### src/design/pool_pkg.sv
// Pooling subsystem shared types and default sizing values
`default_nettype none

package pool_pkg;

    // ========================================================================
    // Fixed-width types
    // ========================================================================

    // One signed activation element
    typedef logic signed [7:0] act_t;

    // Window size K, legal range 1 to 15
    typedef logic [3:0] pool_k_t;

    // Pooling configuration word, 5 bits total
    typedef struct packed {
        pool_k_t k;
        logic    relu_clamp;
    } pool_cfg_t;

    // ========================================================================
    // Default sizing for the top level
    // ========================================================================

    // Activations per vector
    parameter int DEFAULT_LANES = 8;

    // Buffer address width, 64 vectors
    parameter int DEFAULT_IDX_WIDTH = 6;

    // log2 of index FIFO depth, 8 entries
    parameter int DEFAULT_FIFO_AWIDTH = 3;

    // Window size after reset, plain pass-through
    parameter pool_k_t RESET_K = 4'd1;

endpackage

`default_nettype wire

### src/design/pool_cfg_regs.sv
// Pooling configuration register, holds K and clamp flag, blocks writes while busy
`timescale 1ns/1ps
`default_nettype none

module pool_cfg_regs (
    input  logic                clk,
    input  logic                reset,
    input  logic                cfg_wr_en,
    input  pool_pkg::pool_cfg_t cfg_wr_data,
    input  logic                busy,
    output pool_pkg::pool_cfg_t cfg
);

    // Write qualifier
    logic wr_accept;

    // Only while idle, and never a zero window
    assign wr_accept = cfg_wr_en && !busy && (cfg_wr_data.k != '0);

    // ========================================================================
    // Config register
    // ========================================================================

    always_ff @(posedge clk) begin
        if (reset) begin
            // Window of one, clamp off
            cfg <= '{k: pool_pkg::RESET_K, relu_clamp: 1'b0};
        end else if (wr_accept) begin
            cfg <= cfg_wr_data;
        end
    end

    // ========================================================================
    // Checks
    // ========================================================================

    // Lane controller counts to k-1, so k must stay legal
    a_k_nonzero: assert property (
        @(posedge clk) disable iff (reset)
        cfg.k != '0
    ) else $error("pool_cfg_regs: window size became zero");

endmodule

`default_nettype wire

### config.mk
export PLATFORM = sky130hd
export DESIGN_NAME = pool_cfg_regs
export DESIGN_NICKNAME = d
export VERILOG_FILES = /design/src/design/pool_pkg.sv /design/src/design/pool_cfg_regs.sv
export SDC_FILE = /design/constraint.sdc
export NUM_CORES = 1
export LEC_CHECK = 0
export BUFFER_PORTS_ARGS = -buffer_cell sky130_fd_sc_hd__buf_2
export CORE_AREA = 2 2 39 41
export CTS_CLUSTER_SIZE = 14
export DETAILED_ROUTE_END_ITERATION = 12
export DIE_AREA = 0 0 41 43
export SYNTH_ARGS = -nofsm -noshare
export SYNTH_HDL_FRONTEND = slang
export SYNTH_SLANG_ARGS = --single-unit
### constraint.sdc
create_clock -name clk -period 0.8 [get_ports clk]
set_input_delay 0.08 -clock clk [delete_from_list [all_inputs] [get_ports clk]]
set_output_delay 0.08 -clock clk [all_outputs]
set_load 0.02 [all_outputs]
==> out/results.ini <==
[critical_path]
critical_path_buf_inv_count = 1
critical-path-top-delay-family = flip-flops
crit_fanout = 2
cp-end-kind = output pin
required_ns = 0.72
worstPathArrival_ns = 0.68
crit_path_cell_trace = buf_6
cp-start-kind = flip-flop
timing_worst_setup_path_type = reg2out
crit_path_max_incr_delay_ns = 0.32
critPathSlowestCell = sky130_fd_sc_hd__dfxtp_2

[grt]
grt_pass1_wl_um = 800
antenna_found_initial = 0
pin_count_of_the_biggest_net_entering_global_routing = 7
grtUsageTotal_pct = 7.129
globalRouteOverflowTotal = 0
first_global_vias = 198

[power_and_ir_drop]
comb_power_share_pct = 16.1
power.share.sequential_pct = 40.8
p_sw_share_pct = 24.17
total_leakage_power_nw = 0.1488
vdd.ir_drop.worst_v = 0.0005702
switchingPower_w = 0.0001620
p_int_w = 0.0005081
power-per-cell-area_nw_per_um2 = 1847
clock_power_share_pct = 43.0

[final_layout]
layout.cell_area.non_filler_um2 = 362.8
layout_cell_share_with_drive_strength_beyond_1_pct = 56.10
fill_cells = 153
max_reg_flops = 5
final_core_utilization_pct = 26.22
syn2layout_area_growth_pct = 75.76
regArea_um2 = 106.4
largestRegisters = cfg: 5 flops
most_flop_heavy_register = cfg
final_nets = 51
num_antenna_cells = 0
multi_input_comb_area_um2 = 106.4

[clocking]
clock_path_buffers = 2
cts.clk_slew.worst_paths_ns = 0.04
numCtsBuffers = 3
clock_latency_ns = 0.24
root_buffer = sky130_fd_sc_hd__clkbuf_4
tritoncts = built
cts_max_level = 1
ctsHoldBuffers = 0
cts_sinks = 5

[synthesis]
synthCells = 23
post-synth-top-area-cell = sky130_fd_sc_hd__dfxtp_1
post_synth_instance_area_um2 = 206.4
ys.warnings.count = 0
post_synthesis_cell_type_count = 8
mappedNetlistNets = 32
synth_area_leaders = sky130_fd_sc_hd__dfxtp_1 (48%), sky130_fd_sc_hd__a21oi_1 (12%), sky130_fd_sc_hd__o21ai_0 (12%), sky130_fd_sc_hd__nor4_4 (10%), sky130_fd_sc_hd__nand2_1 (7.3%)
netlist.area_leader.share_pct = 48.48
syn-mean-instance-area_um2 = 8.976
sequential_element_share_of_the_synthesized_area_pct = 48.48
synth_seq_cells = 5

[detailed_routing]
vias = 229
detail_route.iter0.violations = 3
finalWirelength_um = 527
wire_per_inst_um = 9.246
total_iterations_of_the_first_detailed_routing_run = 2
remaining_drc_errors = 0
vias_per_cell = 4.018
final_antenna_net_count = 0

[sta]
max_freq_ghz = 1.312
timing.final.crit_period_ns = 0.7620
final_setup_margin_ns = 0.03800
timing.final.crit_share_pct = 95.25
fin_skew_ns = 0
timing.final.max_slew_violations = 0
final_hold_viol_count = 0
rsz0062_at_grt = no
relSlewSlack_pct = 79.24
worst_pin_slew_ns = 0.3091
setup_violations = 0

[floorplanning]
die_width_um = 41
die-area_um2 = 1763
ioPinCount = 14
core_region_area_um2 = 1384
initial_core_util_pct = 14.92
die_height_um = 43
placementRows = 14

[outcome]
status = complete, no violations

[worst_hold_path]
hp-class = in2reg

[placed_design]
dpl-instance-area_um2 = 299.0
pre_cts_slack_ns = -0.1081
globalplace.congestion = 0.7388
io_port_bufs = 13

[job]
cap_violations = 0

worst paths after layout:
check | start | to | slack [ns] | cells past startpoint
worst max-delay path | cfg[2] | cfg[2] | 0.04 | 1
worst min-delay path | reset | cfg[2] | 0.06 | 2
worst max register to register | cfg[3] | cfg[3] | 0.18 | 2
worst min register to register | cfg[1] | cfg[1] | 0.47 | 2
kinds of logic (layout without fill, tap and decap cells):
group | count (synthesis) | count (layout) | share of synthesized area, %
DFF | 5 | 5 | 48.49
buffers and inverters | 0 | 18 | 0
and+or+nand+nor | 8 | 8 | 27.28
AOI/OAI and AO/OA | 10 | 10 | 24.24
power by group through the flow:
stage	Combinational, W	Sequential, W	Clock, W
6_report	0.000108	0.000274	0.000288
3_5_place_dp	0.0000947	0.000273	0
2_1_floorplan	0.0000260	0.000288	0
3_3_place_gp	0.0000922	0.000273	0
4_1_cts	0.000102	0.000269	0.000298
5_1_grt	0.000119	0.000275	0.000315
stage by stage:
step | power (W) | setup TNS, ns | instances | hold WS [ns]
finish | 0.0006701 | 0 | 57 | 0.06150
global route | 0.0007084 | 0 | 57 | 0.06242
CTS | 0.0006690 | 0 | 57 | 0.05615
detailed placement | 0.0003674 | -0.4279 | 53 | 0.3124
global placement | 0.0003654 | -0.2926 | 53 | 0.3071
floorplan | 0.0003143 | 0 | 23 | 0.1491
layer usage:
layer	track usage (%)	wire (um)	vias to the layer above	share of wire (%)
met5	0	0	-	0
met4	2.000	0	0	0
met3	6.283	57	0	11
met2	8.125	237	12	45
met1	9.646	232	100	44
li1	-	-	117	-
cell usage in the layout (no fill, tap or decap):
master,count
sky130_fd_sc_hd__a21oi_1,5
sky130_fd_sc_hd__buf_2,8
sky130_fd_sc_hd__buf_4,1
sky130_fd_sc_hd__buf_6,5
sky130_fd_sc_hd__clkbuf_1,1
sky130_fd_sc_hd__clkbuf_4,3
sky130_fd_sc_hd__dfxtp_2,5
sky130_fd_sc_hd__nand2_1,4
sky130_fd_sc_hd__nand2b_1,1
sky130_fd_sc_hd__nand3b_1,1
sky130_fd_sc_hd__nor2b_1,1
sky130_fd_sc_hd__nor4_4,1
sky130_fd_sc_hd__o21ai_0,5
what timing repair did:
item	4_1_cts	5_1_grt
buffers inserted	0	0
gates resized for setup	5	10
pin swaps	0	0
endpoints found under the setup margin	5	5
cell type report:
| type | instances | area share [%] |
|---|---|---|
| Clock buffer | 4 | 7.241 |
| Tap cell | 16 | 5.517 |
| Sequential cell | 5 | 29.31 |
| Timing Repair Buffer | 14 | 28.62 |
| Multi-Input combinational cell | 18 | 29.31 |
cell usage after synthesis:
cell / instances
sky130_fd_sc_hd__nor4_4: 1
sky130_fd_sc_hd__nor2b_1: 1
sky130_fd_sc_hd__a21oi_1: 5
sky130_fd_sc_hd__nand2_1: 4
sky130_fd_sc_hd__nand3b_1: 1
sky130_fd_sc_hd__nand2b_1: 1
sky130_fd_sc_hd__o21ai_0: 5
sky130_fd_sc_hd__dfxtp_1: 5
No activity file was read; power rests on OpenSTA's default activity.
