===== config.mk =====
export PLATFORM = sky130hd
export DESIGN_NAME = act_buffer
export DESIGN_NICKNAME = d
export VERILOG_FILES = /design/src/design/pool_pkg.sv /design/src/design/act_buffer.sv
export SDC_FILE = /design/constraint.sdc
export NUM_CORES = 2
export LEC_CHECK = 0
export ABC_AREA = 0
export BUFFER_PORTS_ARGS = -buffer_cell sky130_fd_sc_hd__buf_4
export CAP_MARGIN = 20
export CORE_ASPECT_RATIO = 1.5
export CORE_MARGIN = 5
export CORE_UTILIZATION = 47
export CTS_BUF_LIST = sky130_fd_sc_hd__clkbuf_4 sky130_fd_sc_hd__clkbuf_8 sky130_fd_sc_hd__clkbuf_16
export DETAILED_ROUTE_END_ITERATION = 6
export PLACE_DENSITY_LB_ADDON = 0.12
export SYNTH_ARGS = -nofsm -noshare
export SYNTH_HDL_FRONTEND = slang
export SYNTH_SLANG_ARGS = --single-unit
export TNS_END_PERCENT = 100

===== constraint.sdc =====
create_clock -name clk -period 8.7 [get_ports clk]
set_input_delay 0.87 -clock clk [delete_from_list [all_inputs] [get_ports clk]]
set_output_delay 0.87 -clock clk [all_outputs]
set_load 0.1 [all_outputs]

===== src/design/pool_pkg.sv =====
// Pooling subsystem shared types and default sizing values
`default_nettype none

package pool_pkg;

    // ========================================================================
    // Fixed-width types
    // ========================================================================

    // One signed activation element
    typedef logic signed [7:0] act_t;

    // Window size K, legal range 1 to 15
    typedef logic [3:0] pool_k_t;

    // Pooling configuration word, 5 bits total
    typedef struct packed {
        pool_k_t k;
        logic    relu_clamp;
    } pool_cfg_t;

    // ========================================================================
    // Default sizing for the top level
    // ========================================================================

    // Activations per vector
    parameter int DEFAULT_LANES = 8;

    // Buffer address width, 64 vectors
    parameter int DEFAULT_IDX_WIDTH = 6;

    // log2 of index FIFO depth, 8 entries
    parameter int DEFAULT_FIFO_AWIDTH = 3;

    // Window size after reset, plain pass-through
    parameter pool_k_t RESET_K = 4'd1;

endpackage

`default_nettype wire


===== src/design/act_buffer.sv =====
// Activation vector memory, host write port and registered ready/valid read port
`timescale 1ns/1ps
`default_nettype none

module act_buffer #(
    parameter int LANES     = 8,
    parameter int IDX_WIDTH = 6
) (
    input  logic                             clk,
    input  logic                             reset,
    // Host write port
    input  logic                             buf_wr_en,
    input  logic [IDX_WIDTH-1:0]             buf_wr_addr,
    input  pool_pkg::act_t [LANES-1:0]       buf_wr_data,
    // Read address link
    input  logic                             addr_valid,
    input  logic [IDX_WIDTH-1:0]             addr,
    output logic                             addr_ready,
    // Feature-map return link
    output logic                             fm_valid,
    output pool_pkg::act_t [LANES-1:0]       fm_data,
    input  logic                             fm_ready
);

    localparam int DEPTH = 1 << IDX_WIDTH;

    // One vector per entry
    pool_pkg::act_t [LANES-1:0] mem [DEPTH];

    // Read handshake
    logic rd_fire;

    // ========================================================================
    // Host write
    // ========================================================================

    always_ff @(posedge clk) begin
        if (buf_wr_en) begin
            mem[buf_wr_addr] <= buf_wr_data;
        end
    end

    // ========================================================================
    // Read path
    // ========================================================================

    // Accept when the output register is empty or draining this cycle
    assign addr_ready = !fm_valid || fm_ready;
    assign rd_fire    = addr_valid && addr_ready;

    // Output valid flag
    always_ff @(posedge clk) begin
        if (reset) begin
            fm_valid <= 1'b0;
        end else if (rd_fire) begin
            fm_valid <= 1'b1;
        end else if (fm_ready) begin
            fm_valid <= 1'b0;
        end
    end

    // Output data, held under back-pressure
    always_ff @(posedge clk) begin
        if (rd_fire) begin
            fm_data <= mem[addr];
        end
    end

    // Requested address must not move while the read port stalls
    a_addr_hold: assert property (
        @(posedge clk) disable iff (reset)
        addr_valid && !addr_ready |=> addr_valid && $stable(addr)
    ) else $error("act_buffer: read address changed while stalled");

endmodule

`default_nettype wire


==> metrics.csv <==
stage,metric,value,unit
synth,synth_ff_type,edfxtp_1,
detailed_routing,drt-initial-drc-count,10700,
synth,ys_types,31,
clocking,cts_tree,built,
clocking,cts_setup_buffers,0,
synth,syn_area,156000,um2
sta,setup_violations,0,
status,status,"finished, final reports clean",
floorplanning,fp.dieArea,345000,um2
detailed_routing,vias,77300,
clocking,cts_resized,0,
worst_setup_path,slowest_delay,0.75,ns
sta,relSlewSlack,18.6,%
synth,syn_avg_cell_area,24.0,um2
synth,synth_enable_flop_cells,4160,
job,drv_cap,0,
clocking,numCtsBuffers,385,
power,total_power,41.4,mW
grt,first_global_vias,77200,
final_layout,final_cell_mix,"edfxtp_1, mux4_2, clkbuf_16",
final_layout,stdcell_count,11600,
synth,ys_seq_area_share,79.9,%
power,p_leak,54.5,nW
placement,gp_congestion,0.770,
floorplanning,coreArea,332000,um2
clocking,cts.sinks,4161,
synth,synthesis.nets,6597,
worst_setup_path,crit_top_cell,buf_4,
detailed_routing,routed_via_density,6.64,
sta,rsz0062_at_grt,no,
detailed_routing,drt_first_pass_iters,5,
final_layout,layout_commonest_cell,edfxtp_1,
worst_setup_path,crit_type,input port to register,
clocking,htreeDepth,5,
clocking,cts-root-buf,clkbuf_16,
sta,maxSlewViolCount,0,
sta,hold_viol,0,
detailed_routing,routed_wirelength,488,mm
synth,synth_area_leaders,"edfxtp_1, mux4_2, a22oi_1",
detailed_routing,ant_nets,0,
final_layout,layout-drive-gt1-share,28.8,%
floorplanning,ios,147,
floorplanning,start_util,47.2,%
sta,worst_pin_slew,1.22,ns
worst_setup_path,critPathRequiredTime,9.50,ns
final_layout,fillers,25000,
placement,placed_area,164000,um2
worst_setup_path,r2r_end,fm_data[28]$_DFFE_PP_,
sta,final.period_utilization,40.6,%
placement,io_buffer_count,146,
grt,grt_max_degree,116,
final_layout,syn_to_final_growth,12.7,%
sta,skew,0.0513,ns
synth,synth_area_leader_cell,edfxtp_1,
worst_setup_path,cp.arrival,4.33,ns
detailed_routing,drc,0,
placement,dp.cells,10900,
final_layout,design_area,176000,um2
floorplanning,die-height,717,um
worst_setup_path,reg2reg_slack,6.48,ns
sta,fin_crit,3.54,ns
synth,synth_cells,6516,
floorplanning,die_w,481,um
worst_hold_path,holdCritPathClass,input port to register,
placement,place.detailed.hpwl,245,mm
power,power_density,235,nW/um2
clocking,hold_buffers,0,
clocking,clk_latency,0.94,ns
final_layout,final_nets,6972,
clocking,path_clk_slew,0.07,ns
grt,grt_pass1_wl,663,mm
worst_setup_path,cp_cell_sequence,"buf_8, buf_4, or2_2, buf_4, o221ai_1, nor2_1, o211a_1",
synth,yosysTopAreaCellShare,79.9,%
synth,async_flop_share,0,%
worst_setup_path,cp-endpoint,fm_data[51]$_DFFE_PP_,
sta,fmax,283,MHz
synth,synth_warnings,0,
floorplanning,rows,259,
worst_setup_path,r2r_start,fm_valid$_SDFFE_PP0P_,
placement,dp_slack,4.29,ns
sta,hold_ws,0.0887,ns
clocking,cts.path.max_buffers,4,
worst_setup_path,crit_slowest_cell,buf_4,
detailed_routing,routedWlPerCell,41.9,um
worst_setup_path,path_max_fanout,40,
sta,setup_tns,0,ns
grt,grt_overflow_total,0,
final_layout,post-route-util,53.2,%
sta,setup_slack,5.16,ns
worst_setup_path,reg2regPathDepth,3,
worst_setup_path,end_kind,register,
power,irDropWorstVdd,0.172,mV
grt,antenna_found_initial,30,
synth,synth_seq_cells,4161,
worst_setup_path,start_kind,input port,
worst_setup_path,crit_start,addr[2],
grt,grt_use_total,28.2,%
[synthesized netlist by cell type (3+ instances only)]
| cell type | number |
|---|---|
| nor2_1 | 105 |
| clkbuf_1 | 141 |
| or3_1 | 3 |
| edfxtp_1 | 4160 |
| nand3b_1 | 3 |
| a21oi_1 | 28 |
| buf_6 | 5 |
| o22ai_1 | 100 |
| a22oi_1 | 256 |
| buf_1 | 31 |
| o221ai_1 | 64 |
| nor2b_1 | 9 |
| mux4_2 | 1024 |
| o211a_1 | 64 |
| a211oi_1 | 63 |
| buf_4 | 34 |
| and2_1 | 4 |
| nand3_1 | 133 |
| nand2b_1 | 7 |
| buf_2 | 167 |
| or3b_2 | 4 |
| nand2_1 | 8 |
| mux2i_1 | 92 |
[power by group]
part / switching, mW / internal (mW)
combinational: 1.43 / 0.687
clock: 7.37 / 9.57
sequential: 0.0768 / 22.2
[worst min-delay path by stage]
stage / from / to / slack, ns / cells after the start
detailed placement: fm_valid$_SDFFE_PP0P_ / fm_valid$_SDFFE_PP0P_ / 0.53 / 2
global route: reset / fm_valid$_SDFFE_PP0P_ / 0.08 / 2
finish: reset / fm_valid$_SDFFE_PP0P_ / 0.09 / 2
global placement: fm_valid$_SDFFE_PP0P_ / fm_valid$_SDFFE_PP0P_ / 0.51 / 2
CTS: reset / fm_valid$_SDFFE_PP0P_ / 0.02 / 2
floorplan: mem[14][45]$_DFFE_PP_ / fm_data[45]$_DFFE_PP_ / 0.86 / 4
[cell type report]
| class | count | area, um2 | area share (%) |
|---|---|---|---|
| tap | 4437 | 5550 | 3.15 |
| multi-input combinational | 1975 | 30200 | 17.2 |
| sequential | 4161 | 125000 | 70.8 |
| antenna | 5 | 12.5 | 0.00709 |
| timing repair buffer | 366 | 3200 | 1.81 |
| clock inverter | 224 | 1960 | 1.11 |
| clock buffer | 468 | 10500 | 5.93 |
| inverter | 2 | 7.51 | 0.00426 |
[critical path: cells and delay by family]
family                 cells  cell delay (ns)
AO/OA/AOI/OAI              2             0.48
buffers and inverters      3             1.78
AND/OR/NAND/NOR            2             0.96
[kinds of logic after synthesis]
kind of cell,Yosys count,synth area share (%)
AO/OA/AOI/OAI,576,2.79
buffers and inverters,380,1.15
flip-flops,4161,79.9
multiplexers,1116,15.3
AND/OR/NAND/NOR,283,0.853
[routing by layer]
layer	up-vias	global-route usage [%]	wire (um)
met5	-	0	120
met4	16	8.76	17500
met3	825	4.47	40800
met2	4224	48.2	250000
met1	43100	37.6	179000
li1	29100	-	-
[flip-flops by register name (all words and copies together), names as in the netlist]
name / count
fm_data: 64
mem: 4096
fm_valid: 1
Power figures use the tool's default switching activity.
