<file path="config.mk">
export PLATFORM = sky130hd
export DESIGN_NAME = pool_lane_ctrl
export DESIGN_NICKNAME = d
export VERILOG_FILES = /design/src/design/pool_pkg.sv /design/src/design/idx_fifo.sv /design/src/design/pool_compare_core.sv /design/src/design/pool_lane_ctrl.sv
export SDC_FILE = /design/constraint.sdc
export NUM_CORES = 1
export LEC_CHECK = 0
export BUFFER_PORTS_ARGS = -buffer_cell sky130_fd_sc_hd__buf_2
export CAP_MARGIN = 20
export CORE_MARGIN = 2
export CORE_UTILIZATION = 35
export DETAILED_ROUTE_END_ITERATION = 8
export SETUP_SLACK_MARGIN = 0.2
export SLEW_MARGIN = 40
export SYNTH_ARGS = -nofsm -noshare
export SYNTH_HDL_FRONTEND = slang
export SYNTH_SLANG_ARGS = --single-unit
</file>
<file path="constraint.sdc">
create_clock -name clk -period 3.1 [get_ports clk]
set_input_delay 0.31 -clock clk [delete_from_list [all_inputs] [get_ports clk]]
set_output_delay 0.31 -clock clk [all_outputs]
set_load 0.01 [all_outputs]
</file>
<file path="src/design/pool_pkg.sv">
// Pooling subsystem shared types and default sizing values
`default_nettype none

package pool_pkg;

    // ========================================================================
    // Fixed-width types
    // ========================================================================

    // One signed activation element
    typedef logic signed [7:0] act_t;

    // Window size K, legal range 1 to 15
    typedef logic [3:0] pool_k_t;

    // Pooling configuration word, 5 bits total
    typedef struct packed {
        pool_k_t k;
        logic    relu_clamp;
    } pool_cfg_t;

    // ========================================================================
    // Default sizing for the top level
    // ========================================================================

    // Activations per vector
    parameter int DEFAULT_LANES = 8;

    // Buffer address width, 64 vectors
    parameter int DEFAULT_IDX_WIDTH = 6;

    // log2 of index FIFO depth, 8 entries
    parameter int DEFAULT_FIFO_AWIDTH = 3;

    // Window size after reset, plain pass-through
    parameter pool_k_t RESET_K = 4'd1;

endpackage

`default_nettype wire

</file>
<file path="src/design/idx_fifo.sv">
// First-word-fall-through FIFO of buffer read indices
`timescale 1ns/1ps
`default_nettype none

module idx_fifo #(
    parameter int IDX_WIDTH   = 6,
    parameter int FIFO_AWIDTH = 3
) (
    input  logic                 clk,
    input  logic                 reset,
    input  logic                 push,
    input  logic [IDX_WIDTH-1:0] push_data,
    input  logic                 pop,
    output logic [IDX_WIDTH-1:0] head,
    output logic                 empty,
    output logic                 full
);

    localparam int DEPTH = 1 << FIFO_AWIDTH;

    // Storage, no reset needed
    logic [IDX_WIDTH-1:0] mem [DEPTH];

    // Circular pointers
    logic [FIFO_AWIDTH-1:0] wr_ptr;
    logic [FIFO_AWIDTH-1:0] rd_ptr;

    // Occupancy, one extra bit to tell full from empty
    logic [FIFO_AWIDTH:0] count;

    // ========================================================================
    // Storage write
    // ========================================================================

    always_ff @(posedge clk) begin
        if (push) begin
            mem[wr_ptr] <= push_data;
        end
    end

    // ========================================================================
    // Pointers and occupancy
    // ========================================================================

    always_ff @(posedge clk) begin
        if (reset) begin
            wr_ptr <= '0;
            rd_ptr <= '0;
            count  <= '0;
        end else begin
            if (push) begin
                wr_ptr <= wr_ptr + 1'b1;
            end
            if (pop) begin
                rd_ptr <= rd_ptr + 1'b1;
            end
            // Simultaneous push and pop leaves count alone
            case ({push, pop})
                2'b10:   count <= count + 1'b1;
                2'b01:   count <= count - 1'b1;
                default: count <= count;
            endcase
        end
    end

    // Head read straight from storage, no read delay
    assign head  = mem[rd_ptr];
    assign empty = (count == '0);
    assign full  = (count == (FIFO_AWIDTH + 1)'(DEPTH));

    // Parent must respect the flags
    a_no_push_full: assert property (
        @(posedge clk) disable iff (reset) push |-> !full
    ) else $error("idx_fifo: push while full");

    a_no_pop_empty: assert property (
        @(posedge clk) disable iff (reset) pop |-> !empty
    ) else $error("idx_fifo: pop while empty");

endmodule

`default_nettype wire

</file>
<file path="src/design/pool_compare_core.sv">
// Lane-wise running max over a window of K beats with optional ReLU clamp
`timescale 1ns/1ps
`default_nettype none

module pool_compare_core #(
    parameter int LANES = 8
) (
    input  logic                       clk,
    input  logic                       reset,
    input  logic                       relu_clamp,
    // Beat input
    input  logic                       in_valid,
    input  logic                       in_last,
    input  pool_pkg::act_t [LANES-1:0] in_data,
    output logic                       in_ready,
    // Pooled output
    output logic                       out_valid,
    output pool_pkg::act_t [LANES-1:0] out_data,
    input  logic                       out_ready
);

    // Next beat opens a new window
    logic first_beat;

    // Running maximum, payload only
    pool_pkg::act_t [LANES-1:0] run_max;

    // Max including the current beat
    pool_pkg::act_t [LANES-1:0] next_max;

    // Window result after optional clamp
    pool_pkg::act_t [LANES-1:0] pooled;

    logic out_free;
    logic in_fire;

    // ========================================================================
    // Handshake
    // ========================================================================

    // Output register empty or being read this cycle
    assign out_free = !out_valid || out_ready;

    // Stall only a closing beat that has nowhere to go
    assign in_ready = !in_last || out_free;
    assign in_fire  = in_valid && in_ready;

    // ========================================================================
    // Lane datapath
    // ========================================================================

    always_comb begin
        for (int i = 0; i < LANES; i++) begin
            // First beat loads, later beats compare signed
            if (first_beat || ($signed(in_data[i]) > $signed(run_max[i]))) begin
                next_max[i] = in_data[i];
            end else begin
                next_max[i] = run_max[i];
            end
            // Fused ReLU, negatives go to zero
            if (relu_clamp && ($signed(next_max[i]) < 0)) begin
                pooled[i] = '0;
            end else begin
                pooled[i] = next_max[i];
            end
        end
    end

    // ========================================================================
    // Window state
    // ========================================================================

    always_ff @(posedge clk) begin
        if (reset) begin
            first_beat <= 1'b1;
            out_valid  <= 1'b0;
        end else begin
            if (in_fire) begin
                // Closing beat restarts the window
                first_beat <= in_last;
            end
            if (in_fire && in_last) begin
                out_valid <= 1'b1;
            end else if (out_ready) begin
                out_valid <= 1'b0;
            end
        end
    end

    // Accumulator and output register
    always_ff @(posedge clk) begin
        if (in_fire) begin
            run_max <= next_max;
            if (in_last) begin
                out_data <= pooled;
            end
        end
    end

    a_out_hold: assert property (
        @(posedge clk) disable iff (reset)
        out_valid && !out_ready |=> out_valid && $stable(out_data)
    ) else $error("pool_compare_core: output changed under back-pressure");

endmodule

`default_nettype wire

</file>
<file path="src/design/pool_lane_ctrl.sv">
// Pooling lane controller, queues indices, issues reads, counts window beats
`timescale 1ns/1ps
`default_nettype none

module pool_lane_ctrl #(
    parameter int LANES       = 8,
    parameter int IDX_WIDTH   = 6,
    parameter int FIFO_AWIDTH = 3
) (
    input  logic                       clk,
    input  logic                       reset,
    input  pool_pkg::pool_cfg_t        cfg,
    // Index stream from host
    input  logic                       idx_valid,
    input  logic [IDX_WIDTH-1:0]       idx,
    output logic                       idx_ready,
    // Read address toward buffer
    output logic                       addr_valid,
    output logic [IDX_WIDTH-1:0]       addr,
    input  logic                       addr_ready,
    // Feature-map beats from buffer
    input  logic                       fm_valid,
    input  pool_pkg::act_t [LANES-1:0] fm_data,
    output logic                       fm_ready,
    // Pooled output
    output logic                       out_valid,
    output pool_pkg::act_t [LANES-1:0] out_data,
    input  logic                       out_ready,
    // Window in progress
    output logic                       busy
);

    // FIFO controls and flags
    logic fifo_push;
    logic fifo_pop;
    logic fifo_empty;
    logic fifo_full;

    // Beat counter within the window
    pool_pkg::pool_k_t beat_cnt;
    pool_pkg::pool_k_t last_beat;
    logic              beat_last;
    logic              fm_fire;

    // ========================================================================
    // Address generation
    // ========================================================================

    assign idx_ready  = !fifo_full;
    assign fifo_push  = idx_valid && idx_ready;
    assign addr_valid = !fifo_empty;
    assign fifo_pop   = addr_valid && addr_ready;

    idx_fifo #(
        .IDX_WIDTH   (IDX_WIDTH),
        .FIFO_AWIDTH (FIFO_AWIDTH)
    ) u_idx_fifo (
        .clk       (clk),
        .reset     (reset),
        .push      (fifo_push),
        .push_data (idx),
        .pop       (fifo_pop),
        .head      (addr),
        .empty     (fifo_empty),
        .full      (fifo_full)
    );

    // ========================================================================
    // Window beat counter
    // ========================================================================

    assign last_beat = cfg.k - pool_pkg::pool_k_t'(1);
    assign beat_last = (beat_cnt == last_beat);
    assign fm_fire   = fm_valid && fm_ready;

    always_ff @(posedge clk) begin
        if (reset) begin
            beat_cnt <= '0;
        end else if (fm_fire) begin
            // Wrap on the K-th beat
            beat_cnt <= beat_last ? '0 : beat_cnt + pool_pkg::pool_k_t'(1);
        end
    end

    // Config block must hold k while a window is open
    a_cnt_in_window: assert property (
        @(posedge clk) disable iff (reset) beat_cnt < cfg.k
    ) else $error("pool_lane_ctrl: beat count outside window");

    // Anything queued, partial, in the read register or unread
    assign busy = !fifo_empty || (beat_cnt != '0) || fm_valid || out_valid;

    // ========================================================================
    // Compare core
    // ========================================================================

    pool_compare_core #(
        .LANES (LANES)
    ) u_compare_core (
        .clk        (clk),
        .reset      (reset),
        .relu_clamp (cfg.relu_clamp),
        .in_valid   (fm_valid),
        .in_last    (beat_last),
        .in_data    (fm_data),
        .in_ready   (fm_ready),
        .out_valid  (out_valid),
        .out_data   (out_data),
        .out_ready  (out_ready)
    );

endmodule

`default_nettype wire

</file>
==> out/metrics.cfg <==
[worst_hold_path]
min-delay-start = idx[3]
whs_path_depth = 1
holdPathEnd = u_idx_fifo.mem[3][3]
hold_class = in -> reg

[floorplanning]
start_util = 0.353
die-area_sq_um = 31100
die_y_um = 176
pin_count = 156
coreArea_sq_um = 29500
rows = 63
dieWidth_um = 176

[grt]
grt_pass1_vias = 6624
gr-usage-met3 = 0.0401
top_usage_layer = met2
track_usage = 0.144
antenna_found_initial = 3
use_met1 = 0.184
grt_overflow_total = 0
grt_use_met2 = 0.237
grt_max_degree = 35
grt_pass1_wl_um = 34700

[critical_path]
r2r_slack_ps = 520
start_kind = flop
r2r-end = u_idx_fifo.count[3]
reg2reg_from = u_idx_fifo.count[1]
criticalPathCategory = reg -> reg
endpoint_kind = flop
crit_fanout = 5
cp.arrival_ps = 2950
required_ps = 3470
ff2ff_path_depth = 9

[place]
place_hpwl_um = 16100
gp_congestion = 0.796
dpl.cell_count = 1391
port_buffers = 155

[detailed_routing]
vias = 6879
postRouteAntennaNets = 0
drtIter0Drc = 357
wl_per_cell_um = 15.4
drc = 0
wl_um = 21900
dr.pass1.iters = 4
avgViaCountPerCell = 4.83

[timing]
slew_viol_final = 0
rsz0062_at_grt = false
relSlewSlack = 0.565
fin_crit_sh = 0.832
setup_viol = 0
hold_viol = 0
fmax_mhz = 388
fin_skew_ps = 11.9
tns_ps = 0
period_minus_slack_ps = 2580
tightest_slew_ps = 649

[yosys]
yosysWarnings = 0
yosysMostFrequentCell = edfxtp_1
yosys.area.top_type = edfxtp_1
netlist_instances = 841
synth-edff-count = 176
synth_area_per_cell_sq_um = 12.4
synth_commonest_cells = edfxtp_1, nand2_1, inv_1
ys.flop_type = edfxtp_1
yosysSeqAreaShare = 0.544
synth_cell_types = 47
async_flop_share = 0
synth.top_cell.area_share = 0.508
syn_nets = 995
synth_area_leaders = edfxtp_1, ha_1, mux2i_1
ys_seq_elements = 195
syn-cell-area_sq_um = 10400

[clocking]
postCtsHoldBufs = 0
cts_tree = yes
clockBufferDepth = 2
path_clk_slew_ps = 80
root_buffer = clkbuf_16
clock-sinks = 195
cts_buffers = 17
worstSkewPairLatency_ps = 440
post_cts_resized = 0
cts_setup_buffers = 0
htree_levels = 4

[final_layout]
area_growth_pct = 18.3
nFillCells = 2794
final_cells = 1424
drive_gt1_frac = 0.258
final_nets = 1174

[power]
max-vdd-ir-drop_v = 0.000337
sw_frac_of_total = 0.276
seq_power_share = 0.486
intPower_mw = 4.72
pwr_density_cell_nw_per_um2 = 530
clkPwrFrac = 0.330
leakagePower_nw = 5.03
p_sw_mw = 1.80
pwr-share-comb = 0.185

[status]
status = complete, no violations

[run]
cap_violations = 0

## sequential cells by signal, summed over array words and instances (netlist names), named ones only
signal	cells
u_compare_core.first_beat	1
u_idx_fifo.mem	48
u_compare_core.run_max	64
u_idx_fifo.wr_ptr	3
u_idx_fifo.rd_ptr	3
u_idx_fifo.count	4
beat_cnt	4
u_compare_core.out_data	64
u_compare_core.out_valid	1
## worst max-delay path, cell delays in order, from the launching register on
cell and delay [ps]:
dfxtp_1 350, or4_4 550, and2_1 230, ha_1 230
ha_1 280, a21o_1 160, a21oi_1 170, xnor2_1 90
or3_1 310, a21oi_1 140
## how the worst max path moves through the flow
stage,start,end
after detailed placement,u_idx_fifo.count[1],u_idx_fifo.count[3]
final,u_idx_fifo.count[1],u_idx_fifo.count[3]
after global placement,cfg[1],u_compare_core.out_data[50]
after global routing,u_idx_fifo.count[1],u_idx_fifo.count[3]
after floorplan,cfg[1],u_compare_core.out_data[0]
after CTS,u_idx_fifo.count[1],u_idx_fifo.count[3]
## metrics by stage
stage | utilization | cell area, sq um | hold slack, ps | setup WS [ps] | power (mW)
detailed placement | 0.398 | 11700 | 518 | 521 | 4.45
global placement | 0.398 | 11700 | 492 | 573 | 4.42
finish | 0.418 | 12300 | 157 | 522 | 6.53
floorplan | - | 10400 | 409 | 491 | 4.07
global route | 0.417 | 12300 | 145 | 412 | 6.88
CTS | 0.417 | 12300 | 136 | 513 | 6.62
## power by group through the flow
stage	Sequential, mW	Clock [mW]	Combinational (mW)
5_1_grt	3.19	2.33	1.36
3_5_place_dp	3.23	0	1.22
2_1_floorplan	3.21	0	0.863
4_1_cts	3.17	2.23	1.23
6_report	3.17	2.15	1.21
3_3_place_gp	3.22	0	1.20
## cells by family after synthesis
family | Yosys count | synth area share
fa+ha+maj | 73 | 0.0885
compound gates | 80 | 0.0492
mux | 132 | 0.149
xor+xnor | 13 | 0.0109
flops | 195 | 0.544
buf+inv | 98 | 0.0424
simple gates | 250 | 0.116
## routing by layer
layer | part of all wire | up-vias
met1 | 0.45 | 3271
met2 | 0.48 | 138
met3 | 0.054 | 21
li1 | - | 3445
met4 | 0.011 | 4
met5 | 0.0012 | -
## cell usage in the layout, fill, tap and decap left out, drive strengths merged, types with 2 or more instances in the layout
cell type  instances
nand2            151
ha                72
nand3              4
xor2               5
edfxtp           176
xnor2              8
buf              179
nor2b             10
o211ai             8
or4                9
o32ai              2
mux4              12
or3                2
a21o               9
a31oi              8
clkbuf            19
o22ai              8
mux2i             57
mux2              63
dfxtp             19
inv               90
nand2b            12
nor2              23
a21oi             32
clkinv             2
nor4               2
or4b               2
nand4             16
o31ai             10
nor3              14
## cell type report
type | count | area (sq um) | area share
clock inverter | 13 | 111 | 0.00905
timing repair buffer | 179 | 981 | 0.0797
antenna | 1 | 2.50 | 0.000203
multi-input combinational | 548 | 4310 | 0.350
inverter | 79 | 297 | 0.0241
sequential | 195 | 5670 | 0.460
clock buffer | 19 | 453 | 0.0368
tap | 390 | 488 | 0.0396
(Power assumes the default switching activity.)
